**src/hdl/k5StackPkg.sv**
```systemverilog
`default_nettype none

package k5StackPkg;

  //------------------------------------------------------------
  // Bus geometry
  //------------------------------------------------------------
  localparam int lpCsrAdrsWidth   = 16;
  localparam int lpBusWidth       = 32;
  localparam int lpBlockSlots     = 16;
  localparam int lpBlockAdrsWidth = $clog2(lpBlockSlots);
  localparam int lpBlockLsb       = 8;
  localparam int lpRegIdxWidth    = 6;
  localparam int lpRegIdxLsb      = 2;
  localparam int lpGpioWidth      = 3;

  //------------------------------------------------------------
  // Block map and register indices
  //------------------------------------------------------------
  // Any unlisted block address decodes to the null block
  typedef enum logic [lpBlockAdrsWidth-1:0] {
    BLK_GPIO  = 'h0,
    BLK_TIMER = 'h4,
    BLK_NULL  = 'hF
  } blockIdT;

  typedef enum logic [lpRegIdxWidth-1:0] {
    GPIO_OUT = 'd0,
    GPIO_DIR = 'd1,
    GPIO_ALT = 'd2,
    GPIO_IN  = 'd3
  } gpioRegT;

  typedef enum logic [lpRegIdxWidth-1:0] {
    TMR_CTRL  = 'd0,
    TMR_COUNT = 'd1,
    TMR_CMP   = 'd2,
    TMR_STAT  = 'd3
  } timerRegT;

  typedef enum logic [1:0] {
    IDLE,
    ACCESS,
    ACK
  } busStateT;

  //------------------------------------------------------------
  // Bus structs
  //------------------------------------------------------------
  typedef struct packed {
    logic                      cyc;
    logic                      stb;
    logic                      we;
    logic [lpCsrAdrsWidth-1:0] adr;
    logic [lpBusWidth-1:0]     dat;
  } wbReqT;

  typedef struct packed {
    logic                  ack;
    logic [lpBusWidth-1:0] dat;
  } wbRspT;

  // One-cycle request toward a single CSR block
  typedef struct packed {
    logic                     valid;
    logic                     we;
    logic [lpRegIdxWidth-1:0] regIdx;
    logic [lpBusWidth-1:0]    wdata;
  } csrReqT;

endpackage

`default_nettype wire

```
**src/hdl/busSlaveFsm.sv**
```systemverilog
`default_nettype none

module busSlaveFsm (
  input  logic                             iSCLK,
  input  logic                             qnARST,
  input  k5StackPkg::wbReqT                wbReq,
  output k5StackPkg::wbRspT                wbRsp,
  output k5StackPkg::csrReqT               gpioReq,
  output k5StackPkg::csrReqT               timerReq,
  input  logic [k5StackPkg::lpBusWidth-1:0] gpioRd,
  input  logic [k5StackPkg::lpBusWidth-1:0] timerRd
);

  import k5StackPkg::*;

  busStateT                 state;
  blockIdT                  reqBlk;
  blockIdT                  selBlk;
  logic                     gpioValid;
  logic                     timerValid;
  logic                     reqWe;
  logic [lpRegIdxWidth-1:0] reqIdx;
  logic [lpBusWidth-1:0]    reqData;

  //------------------------------------------------------------
  // Block address decode
  //------------------------------------------------------------
  always_comb
  begin
    case (wbReq.adr[lpBlockLsb +: lpBlockAdrsWidth])
      BLK_GPIO:  reqBlk = BLK_GPIO;
      BLK_TIMER: reqBlk = BLK_TIMER;
      default:   reqBlk = BLK_NULL;
    endcase
  end

  //------------------------------------------------------------
  // Transfer sequencing
  //------------------------------------------------------------
  // Valid is a single-cycle strobe, only toward the decoded block
  always_ff @(posedge iSCLK or negedge qnARST)
  begin
    if (!qnARST)
    begin
      state      <= IDLE;
      selBlk     <= BLK_NULL;
      gpioValid  <= 1'b0;
      timerValid <= 1'b0;
    end
    else
    begin
      gpioValid  <= 1'b0;
      timerValid <= 1'b0;
      case (state)
        IDLE:
        begin
          if (wbReq.cyc && wbReq.stb)
          begin
            state      <= ACCESS;
            selBlk     <= reqBlk;
            gpioValid  <= (reqBlk == BLK_GPIO);
            timerValid <= (reqBlk == BLK_TIMER);
          end
        end
        ACCESS:  state <= ACK;
        ACK:     state <= IDLE;
        default: state <= IDLE;
      endcase
    end
  end

  // Request payload, captured while waiting for a cycle
  always_ff @(posedge iSCLK)
  begin
    if (state == IDLE)
    begin
      reqWe   <= wbReq.we;
      reqIdx  <= wbReq.adr[lpRegIdxLsb +: lpRegIdxWidth];
      reqData <= wbReq.dat;
    end
  end

  assign gpioReq  = '{valid: gpioValid, we: reqWe, regIdx: reqIdx, wdata: reqData};
  assign timerReq = '{valid: timerValid, we: reqWe, regIdx: reqIdx, wdata: reqData};

  //------------------------------------------------------------
  // Response
  //------------------------------------------------------------
  always_comb
  begin
    wbRsp.ack = (state == ACK);
    case (selBlk)
      BLK_GPIO:  wbRsp.dat = gpioRd;
      BLK_TIMER: wbRsp.dat = timerRd;
      // Null block reads zero
      default:   wbRsp.dat = '0;
    endcase
  end

endmodule

`default_nettype wire

```
**src/hdl/gpioBlock.sv**
```systemverilog
`default_nettype none

module gpioBlock (
  input  logic                              iSCLK,
  input  logic                              qnARST,
  input  k5StackPkg::csrReqT                csrReq,
  output logic [k5StackPkg::lpBusWidth-1:0]  rdata,
  input  logic [k5StackPkg::lpGpioWidth-1:0] altSrc,
  input  logic [k5StackPkg::lpGpioWidth-1:0] gpioIn,
  output logic [k5StackPkg::lpGpioWidth-1:0] gpioOut,
  output logic [k5StackPkg::lpGpioWidth-1:0] gpioOe
);

  import k5StackPkg::*;

  logic [lpGpioWidth-1:0] outReg;
  logic [lpGpioWidth-1:0] dirReg;
  logic [lpGpioWidth-1:0] altReg;
  logic [lpGpioWidth-1:0] inMeta;
  logic [lpGpioWidth-1:0] inSync;
  logic [lpBusWidth-1:0]  readNext;

  //------------------------------------------------------------
  // Register writes
  //------------------------------------------------------------
  always_ff @(posedge iSCLK or negedge qnARST)
  begin
    if (!qnARST)
    begin
      outReg <= '0;
      dirReg <= '0;
      altReg <= '0;
    end
    else if (csrReq.valid && csrReq.we)
    begin
      case (gpioRegT'(csrReq.regIdx))
        GPIO_OUT: outReg <= csrReq.wdata[lpGpioWidth-1:0];
        GPIO_DIR: dirReg <= csrReq.wdata[lpGpioWidth-1:0];
        GPIO_ALT: altReg <= csrReq.wdata[lpGpioWidth-1:0];
        default:  ;
      endcase
    end
  end

  // Two-flop synchronizer on the pins
  always_ff @(posedge iSCLK or negedge qnARST)
  begin
    if (!qnARST)
    begin
      inMeta <= '0;
      inSync <= '0;
    end
    else
    begin
      inMeta <= gpioIn;
      inSync <= inMeta;
    end
  end

  //------------------------------------------------------------
  // Readback
  //------------------------------------------------------------
  always_comb
  begin
    readNext = '0;
    case (gpioRegT'(csrReq.regIdx))
      GPIO_OUT: readNext[lpGpioWidth-1:0] = outReg;
      GPIO_DIR: readNext[lpGpioWidth-1:0] = dirReg;
      GPIO_ALT: readNext[lpGpioWidth-1:0] = altReg;
      GPIO_IN:  readNext[lpGpioWidth-1:0] = inSync;
      default:  ;
    endcase
  end

  always_ff @(posedge iSCLK)
  begin
    if (csrReq.valid && !csrReq.we)
      rdata <= readNext;
  end

  // Alternate bit picks altSrc per pin
  assign gpioOut = (altReg & altSrc) | (~altReg & outReg);
  assign gpioOe  = dirReg;

endmodule

`default_nettype wire

```
**src/hdl/sysTimerBlock.sv**
```systemverilog
`default_nettype none

module sysTimerBlock #(
  parameter int pLedDiv = 25000000
) (
  input  logic                             iSCLK,
  input  logic                             qnARST,
  input  k5StackPkg::csrReqT               csrReq,
  output logic [k5StackPkg::lpBusWidth-1:0] rdata,
  output logic                             matchFlag,
  output logic                             ledToggle
);

  import k5StackPkg::*;

  localparam int lpDivWidth = (pLedDiv > 1) ? $clog2(pLedDiv) : 1;
  localparam logic [lpDivWidth-1:0] lpDivLast = lpDivWidth'(pLedDiv - 1);

  logic                  wrCycle;
  logic                  timerEn;
  logic [lpBusWidth-1:0] count;
  logic [lpBusWidth-1:0] cmpReg;
  logic [lpBusWidth-1:0] readNext;
  logic [lpDivWidth-1:0] divCnt;

  assign wrCycle = csrReq.valid && csrReq.we;

  //------------------------------------------------------------
  // Control and compare registers
  //------------------------------------------------------------
  always_ff @(posedge iSCLK or negedge qnARST)
  begin
    if (!qnARST)
    begin
      timerEn <= 1'b0;
      cmpReg  <= '0;
    end
    else if (wrCycle)
    begin
      case (timerRegT'(csrReq.regIdx))
        TMR_CTRL: timerEn <= csrReq.wdata[0];
        TMR_CMP:  cmpReg  <= csrReq.wdata;
        default:  ;
      endcase
    end
  end

  //------------------------------------------------------------
  // Counter and sticky match
  //------------------------------------------------------------
  always_ff @(posedge iSCLK or negedge qnARST)
  begin
    if (!qnARST)
    begin
      count     <= '0;
      matchFlag <= 1'b0;
    end
    else
    begin
      // Any write to COUNT clears it, regardless of data
      if (wrCycle && timerRegT'(csrReq.regIdx) == TMR_COUNT)
        count <= '0;
      else if (timerEn)
        count <= count + 1'b1;

      // A new match wins over a same-cycle clear
      if (timerEn && count == cmpReg)
        matchFlag <= 1'b1;
      else if (wrCycle && timerRegT'(csrReq.regIdx) == TMR_STAT && csrReq.wdata[0])
        matchFlag <= 1'b0;
    end
  end

  //------------------------------------------------------------
  // Readback
  //------------------------------------------------------------
  always_comb
  begin
    readNext = '0;
    case (timerRegT'(csrReq.regIdx))
      TMR_CTRL:  readNext[0] = timerEn;
      TMR_COUNT: readNext    = count;
      TMR_CMP:   readNext    = cmpReg;
      TMR_STAT:  readNext[0] = matchFlag;
      default:   ;
    endcase
  end

  always_ff @(posedge iSCLK)
  begin
    if (csrReq.valid && !csrReq.we)
      rdata <= readNext;
  end

  //------------------------------------------------------------
  // LED divider
  //------------------------------------------------------------
  // Free running, flips once per pLedDiv clocks
  always_ff @(posedge iSCLK or negedge qnARST)
  begin
    if (!qnARST)
    begin
      divCnt    <= '0;
      ledToggle <= 1'b0;
    end
    else if (divCnt == lpDivLast)
    begin
      divCnt    <= '0;
      ledToggle <= ~ledToggle;
    end
    else
    begin
      divCnt <= divCnt + 1'b1;
    end
  end

endmodule

`default_nettype wire

```
**src/hdl/k5StackTop.sv**
```systemverilog
`default_nettype none

module k5StackTop #(
  parameter int pLedDiv = 25000000
) (
  input  logic                              iSCLK,
  input  logic                              qnARST,
  input  k5StackPkg::wbReqT                 wbReq,
  output k5StackPkg::wbRspT                 wbRsp,
  input  logic                              pllLocked,
  input  logic [k5StackPkg::lpGpioWidth-1:0] gpioIn,
  output logic [k5StackPkg::lpGpioWidth-1:0] gpioOut,
  output logic [k5StackPkg::lpGpioWidth-1:0] gpioOe
);

  import k5StackPkg::*;

  csrReqT                  gpioReq;
  csrReqT                  timerReq;
  logic [lpBusWidth-1:0]   gpioRd;
  logic [lpBusWidth-1:0]   timerRd;
  logic                    matchFlag;
  logic                    ledToggle;
  logic [lpGpioWidth-1:0]  altSrc;

  //------------------------------------------------------------
  // Wishbone slave and block steering
  //------------------------------------------------------------
  busSlaveFsm uBus (
    .iSCLK    (iSCLK),
    .qnARST   (qnARST),
    .wbReq    (wbReq),
    .wbRsp    (wbRsp),
    .gpioReq  (gpioReq),
    .timerReq (timerReq),
    .gpioRd   (gpioRd),
    .timerRd  (timerRd)
  );

  //------------------------------------------------------------
  // CSR blocks
  //------------------------------------------------------------
  // Alternate sources: pin 0 PLL lock, pin 1 timer match, pin 2 LED
  assign altSrc = {ledToggle, matchFlag, pllLocked};

  gpioBlock uGpio (
    .iSCLK   (iSCLK),
    .qnARST  (qnARST),
    .csrReq  (gpioReq),
    .rdata   (gpioRd),
    .altSrc  (altSrc),
    .gpioIn  (gpioIn),
    .gpioOut (gpioOut),
    .gpioOe  (gpioOe)
  );

  sysTimerBlock #(
    .pLedDiv (pLedDiv)
  ) uTimer (
    .iSCLK     (iSCLK),
    .qnARST    (qnARST),
    .csrReq    (timerReq),
    .rdata     (timerRd),
    .matchFlag (matchFlag),
    .ledToggle (ledToggle)
  );

endmodule

`default_nettype wire

```
**config.mk**
```make
export PLATFORM = sky130hd
export DESIGN_NAME = k5StackTop
export DESIGN_NICKNAME = d
export VERILOG_FILES = /design/src/hdl/k5StackPkg.sv /design/src/hdl/busSlaveFsm.sv /design/src/hdl/gpioBlock.sv /design/src/hdl/sysTimerBlock.sv /design/src/hdl/k5StackTop.sv
export SDC_FILE = /design/constraint.sdc
export NUM_CORES = 1
export LEC_CHECK = 0
export ABC_CLOCK_PERIOD_IN_PS = 6200
export BUFFER_PORTS_ARGS = -buffer_cell sky130_fd_sc_hd__buf_2
export CAP_MARGIN = 15
export CORE_MARGIN = 5
export CORE_UTILIZATION = 63
export CTS_CLUSTER_SIZE = 40
export DETAILED_ROUTE_END_ITERATION = 10
export PLACE_DENSITY = 0.84
export SETUP_SLACK_MARGIN = 0.02
export SLEW_MARGIN = 20
export SYNTH_ARGS = -nofsm -noshare
export SYNTH_HDL_FRONTEND = slang
export SYNTH_SLANG_ARGS = --single-unit
export TNS_END_PERCENT = 5
```
**constraint.sdc**
```tcl
create_clock -name iSCLK -period 6.2 [get_ports iSCLK]
set_clock_uncertainty 0.05 [all_clocks]
set_input_delay 0.31 -clock iSCLK [delete_from_list [all_inputs] [get_ports iSCLK]]
set_output_delay 0.31 -clock iSCLK [all_outputs]
set_load 0.005 [all_outputs]
```
Word level (Yosys, flattened, before mapping)

Index checks and enable logic that the tools add are counted.

Add/subtract/negate cells: 2
Equal/unequal tests: 11
Multiplexer cells: 16
Bitwise operators: 5
Reduce and logical (&&, ||, !) cells: 23

Operators with widths:

| operator                                            | number |
|---|---|
| two-way mux 32 bit                                  | 2 |
| case mux 32 bit (2 select lines)                    | 1 |
| case mux 31 bit (2 select lines)                    | 1 |
| adder 32 x 1 -> 32 bit, second input constant       | 1 |
| equality test 32 bit                                | 1 |
| adder 25 x 1 -> 25 bit, second input constant       | 1 |
| equality test 25 bit, second input constant         | 1 |
| two-way mux 25 bit                                  | 1 |
| equality test 4 x 3 -> 1 bit, second input constant | 3 |
| equality test 6 x 2 -> 1 bit, second input constant | 2 |
| logical NOT 4 bit                                   | 3 |
| case mux 3 bit (4 select lines)                     | 1 |
| AND reduction 2 bit                                 | 6 |
| logical AND 1 bit                                   | 9 |
| case mux 4 bit (2 select lines)                     | 1 |
| bitwise AND 3 bit                                   | 2 |
| equality test 6 x 1 -> 1 bit, second input constant | 1 |
| logical NOT 6 bit                                   | 1 |
| two-way mux 1 bit                                   | 6 |
| case mux 1 bit (4 select lines)                     | 1 |
| case mux 2 bit (2 select lines)                     | 1 |
| nonzero test 2 bit                                  | 2 |
| inverter 3 bit                                      | 1 |
| bitwise OR 3 bit                                    | 1 |
| other kinds (7)                                     | 7 |

Register bits after elaboration: 189
Input bits: 57
Output and inout bits: 39
Logic and storage cells: 77

Longest topological paths before layout

Depth in word-level cells: 5
Depth in mapped cells: 7
Gate-level depth less buffers: 5

Hierarchy

From an unflattened synthesis, not the netlist that was laid out.

Cell total of the unflattened synthesis: 754
Area, all modules: 9157.5 µm²

By module, submodules not included:

| module        | instances | cells an instance | area an instance (µm²) | seq. area each (µm²) |
|---|---|---|---|---|
| sysTimerBlock | 1         | 510               | 5939.4                 | 3263.1 |
| busSlaveFsm   | 1         | 170               | 2207.1                 | 1323.8 |
| gpioBlock     | 1         | 74                | 1011.0                 | 465.4 |

Worst setup path after synthesis

OpenSTA, ideal clock, no wires.

Path type: reg-to-reg
Start: register uBus.state[1]
End: register uBus.selBlk[2]
Setup time: 0.080 ns
Arrival: 2.793 ns
Data required time: 6.070 ns
Setup slack: 3.278 ns
Stages on the path, launching flop included: 6
Buffers on the path: 1
Period minus slack after synthesis: 2.922 ns
Cell sequence: dfrtp_1 nor2_1 and3_1 clkbuf_1 nand2_1 o22a_1

Word-level cells in the longest chain between the ends: 2

RTL lines:

| element                       | line              | RTL |
|---|---|---|
| from (decl)                   | busSlaveFsm.sv:16 | `busStateT state;` |
| from (signal assigned)        | busSlaveFsm.sv:45 | `state <= IDLE;` |
| from (signal assigned)        | busSlaveFsm.sv:59 | `state <= ACCESS;` |
| from (signal assigned)        | busSlaveFsm.sv:65 | `ACCESS: state <= ACK;` |
| logical NOT 2 bit             | busSlaveFsm.sv:54 | `case (state)` |
| AND reduction 2 bit (no line) | n/a               |  |
| to (signal assigned)          | busSlaveFsm.sv:60 | `selBlk <= reqBlk;` |
| to (decl)                     | busSlaveFsm.sv:18 | `blockIdT selBlk;` |

Every way passes these cells.
A chain may end at the register's enable or synchronous reset.

Final worst setup path

Start: register uBus.reqIdx[5]
End: register uTimer.cmpReg[19]

Word-level cells in the longest chain between the ends: 2

RTL lines:

| element                       | line                | RTL |
|---|---|---|
| from (decl)                   | busSlaveFsm.sv:22   | `logic [lpRegIdxWidth-1:0] reqIdx;` |
| from (signal assigned)        | busSlaveFsm.sv:78   | `reqIdx <= wbReq.adr[lpRegIdxLsb +: lpRegIdxWidth];` |
| equality test 6 x 2 -> 1 bit  | sysTimerBlock.sv:40 | `case (timerRegT'(csrReq.regIdx))` |
| AND reduction 2 bit (no line) | n/a                 |  |
| to (signal assigned)          | sysTimerBlock.sv:42 | `TMR_CMP: cmpReg <= csrReq.wdata;` |
| to (decl)                     | sysTimerBlock.sv:22 | `logic [lpBusWidth-1:0] cmpReg;` |

Every way passes these cells.

==> out/metrics.json <==
{
  "layout": {
    "layout-drive-gt1-share_pct": 20.4,
    "finalNonFillerCells": 930,
    "diodes": 0,
    "finish.utilization_pct": 75.9,
    "area_delta_synth_final_pct": 17.2,
    "nNetsFinal": 804
  },
  "global_routing": {
    "aggregate_global_route_resource_usage_pct": 23.4,
    "globalRouteOverflowTotal": 0,
    "grt_pass1_wl_mm": 28.7,
    "first_global_vias": 5471,
    "grt_antenna_before_repair": 0,
    "grt_start_max_net_pins": 77
  },
  "cts": {
    "worstSkewPairLatency_ps": 430,
    "root_buffer": "clkbuf_16",
    "postCtsSetupBuffers": 0,
    "clk_pin_slew_worst_paths_ps": 60,
    "cts-htree-levels": 4,
    "total_clock_buffers_created_by_cts": 17,
    "clk_path_buf_depth": 2,
    "cts_resized": 0,
    "tritoncts": "yes",
    "numClockSinks": 187
  },
  "worst_setup_path": {
    "crit_chain": "or4_1 -> nor3_4 -> buf_4 -> and2_1 -> buf_4 -> mux2_1",
    "ff2ff_path_depth": 6,
    "critical_path_peak_fanout": 37,
    "end_kind": "flip-flop",
    "family_with_the_most_delay_on_the_worst_path": "simple AND/OR/NAND/NOR gates",
    "timing.critical_path.from_type": "flip-flop",
    "cpMostUsedCell": "buf_4",
    "timing.rr.start": "uBus.reqIdx[5]$_DFFE_PP_",
    "cp_num_buf_inv": 2,
    "cp.arrival_ps": 3130,
    "r2r-end": "uTimer.cmpReg[19]$_DFFE_PN0P_",
    "cp_slowest_stage_delay_ps": 660,
    "crit_slowest_cell": "or4_1",
    "rrSetupSlack_ps": 3320,
    "setup.worst_path.class": "reg2reg",
    "critPathRequiredTime_ps": 6450
  },
  "power": {
    "max-vdd-ir-drop_mv": 0.238,
    "pwr_density_cell_mw_per_mm2": 264,
    "power.static_leakage_nw": 4.36
  },
  "timing": {
    "slew_violations": 0,
    "finalWorstPathRequiredPeriod_ps": 2880,
    "final-hold-violation-count": 0,
    "layout_worst_path_cycle_share_pct": 46.5,
    "report.final.setup_viol": 0,
    "setup_tns_ps": 0,
    "worst_slew_margin_rel_pct": 27.8,
    "rsz0062_at_grt": "false",
    "post_layout_worst_setup_margin_ps": 3320,
    "tightest_slew_ps": 1080,
    "fmaxAchievable_mhz": 347
  },
  "die": {
    "fp.coreArea_mm2": 0.0127,
    "starting_density_of_the_core_pct": 64.8,
    "die_area_mm2": 0.0155,
    "row_count": 41,
    "design.portCount": 96,
    "die_height_um": 124,
    "die_x_um": 124
  },
  "yosys": {
    "synth_compound_area_share_pct": 8.22,
    "post_synth.cell_area_avg_um2": 12.8,
    "synth.top_cells.by_area": "dfrtp_1 34%, edfxtp_1 27%, xor2_1 4.8%",
    "synth-xor-area-share_pct": 6.27,
    "synth_edf_count": 74,
    "synth_ff_type": "dfrtp_1",
    "synth_common_cells": "111 x dfrtp_1, 74 x edfxtp_1, 45 x xor2_1",
    "mappedNetlistArea_mm2": 0.00825,
    "most_common_cell_in_the_netlist": "dfrtp_1",
    "synthDominantCellAreaShare_pct": 33.7,
    "postSynthCellCount": 644,
    "post_synth_fa_ha_maj_area_fraction_pct": 0.303,
    "total_number_of_yosys_warnings": 0,
    "share_of_synthesized_cell_area_in_and_or_nand_and_nor_gates_pct": 14.4,
    "synth_seq_area_share_pct": 61.3,
    "dominant_combinational_cell_family_by_area_after_synthesis": "simple AND/OR/NAND/NOR gates",
    "synth_async_sr_flop_share_pct": 60.4,
    "ys_ff_latch": 187,
    "synth.net_count": 703,
    "synth.mux.area_fraction_pct": 6.75,
    "synth_cell_type_count": 46,
    "synth_top_cell_by_area": "dfrtp_1"
  },
  "placed_design": {
    "port-buffer-count": 89,
    "detail_placement_hpwl_mm": 11.6,
    "detailedPlace.worstSlack_ps": 3310,
    "gp_routability_congestion": 0.920,
    "dp.cells": 871
  },
  "route": {
    "remaining_antenna_violation_count": 0,
    "drt-initial-drc-count": 425,
    "vias": 5594,
    "drt_pre_antenna_iters": 5,
    "wl_per_cell_um": 18.7,
    "via_per_inst": 6.02,
    "wl_mm": 17.4,
    "remaining_routing_drc_violations": 0
  },
  "hold_path": {
    "hp-class": "in2reg",
    "hp-start": "wbReq[38]",
    "holdPathEnd": "uBus.reqIdx[4]$_DFFE_PP_",
    "hold-path-cell-count": 1
  },
  "run": {
    "max_cap_violations": 0
  },
  "status": {
    "run_status": "completed"
  }
}
through the flow:
step / instance area [um^2] / hold slack, ps / total power, mW
floorplan: 8250 / -35.6 / 1.40
global placement: 8760 / 246 / 1.46
detailed placement: 8760 / 255 / 1.47
CTS: 9580 / 0.887 / 2.56
global route: 9660 / 0.459 / 2.64
finish: 9660 / 15.8 / 2.55
cell families after synthesis:
family	Yosys count
buffers and inverters	48
xor gates and xnor gates	59
AOI/OAI and AO/OA	98
adders and majority gates	2
and+or+nand+nor	200
muxes	50
DFF	187
report_power, final:
part	switching, mW	internal, mW	total, mW
Sequential	0.0177	1.32	1.34
Clock	0.452	0.640	1.09
Combinational	0.0617	0.0578	0.119
how the worst max path moves through the flow:
stage | startpoint | end | slack [ps] | cells past startpoint
after floorplan | uBus.state[1]$_DFFE_PN0P_ | uBus.selBlk[2]$_DFFE_PN1P_ | 3280 | 5
after global placement | uBus.reqIdx[5]$_DFFE_PP_ | uTimer.count[7]$_DFFE_PN0P_ | 3390 | 5
after detailed placement | uBus.reqIdx[5]$_DFFE_PP_ | uTimer.count[6]$_DFFE_PN0P_ | 3310 | 5
after CTS | uBus.reqIdx[5]$_DFFE_PP_ | uTimer.count[6]$_DFFE_PN0P_ | 3230 | 5
after global routing | uBus.reqIdx[5]$_DFFE_PP_ | uTimer.cmpReg[19]$_DFFE_PN0P_ | 3200 | 6
final | uBus.reqIdx[5]$_DFFE_PP_ | uTimer.cmpReg[19]$_DFFE_PN0P_ | 3320 | 6
sequential cells by signal, summed over array words and instances, names as in the netlist:
name              count
uTimer.count         32
uBus.reqData         32
uGpio.outReg          3
uBus.selBlk           2
uTimer.matchFlag      1
uGpio.altReg          3
uTimer.timerEn        1
uGpio.inSync          3
uGpio.gpioOe          3
uBus.gpioValid        1
uTimer.ledToggle      1
uGpio.rdata           3
uBus.reqIdx           6
uTimer.divCnt        25
uGpio.inMeta          3
uBus.reqWe            1
uTimer.rdata         32
uTimer.cmpReg        32
uBus.state            2
uBus.timerValid       1
worst reg2reg max path, cell delays in order, from the launching register on:
cell and delay, ps:
edfxtp_1 350, or4_1 660, nor3_4 150, buf_4 390, and2_1 340, buf_4 420
mux2_1 400
cell usage in the layout (no fill, tap or decap), types with 17 or more instances in the layout:
master         instances
nand2_1               25
xor2_1                45
and2_1                33
nand4_1               18
buf_2                 88
edfxtp_1              74
mux2_1                30
nand3_1               17
dfrtp_1              111
dlygate4sd3_1         26
a21oi_1               27
nor2_1                24
a22o_1                31
clkbuf_16             20
repair_timing:
| action | in CTS | in global routing |
|---|---|---|
| hold buffers | 20 | 6 |
| endpoints found under the setup margin | 0 | 0 |
| hold endpoints to repair | 56 | 6 |
metal layers:
layer	GRT usage (%)	vias up	share of wire (%)
li1	-	2582	-
met1	31.6	2777	41
met2	37.7	203	50
met3	5.02	32	6.9
met4	8.25	0	2.3
met5	0	-	0
final cells by class:
class                      instances  area (um^2)
fill                             784         3060
timing repair buffer             122          773
multi-input combinational        409         2980
tap                              172          215
sequential                       187         5050
clock buffer                      22          518
clock inverter                    10         96.3
inverter                           8         30.0
Note: power is estimated with default switching activity, not from simulation.
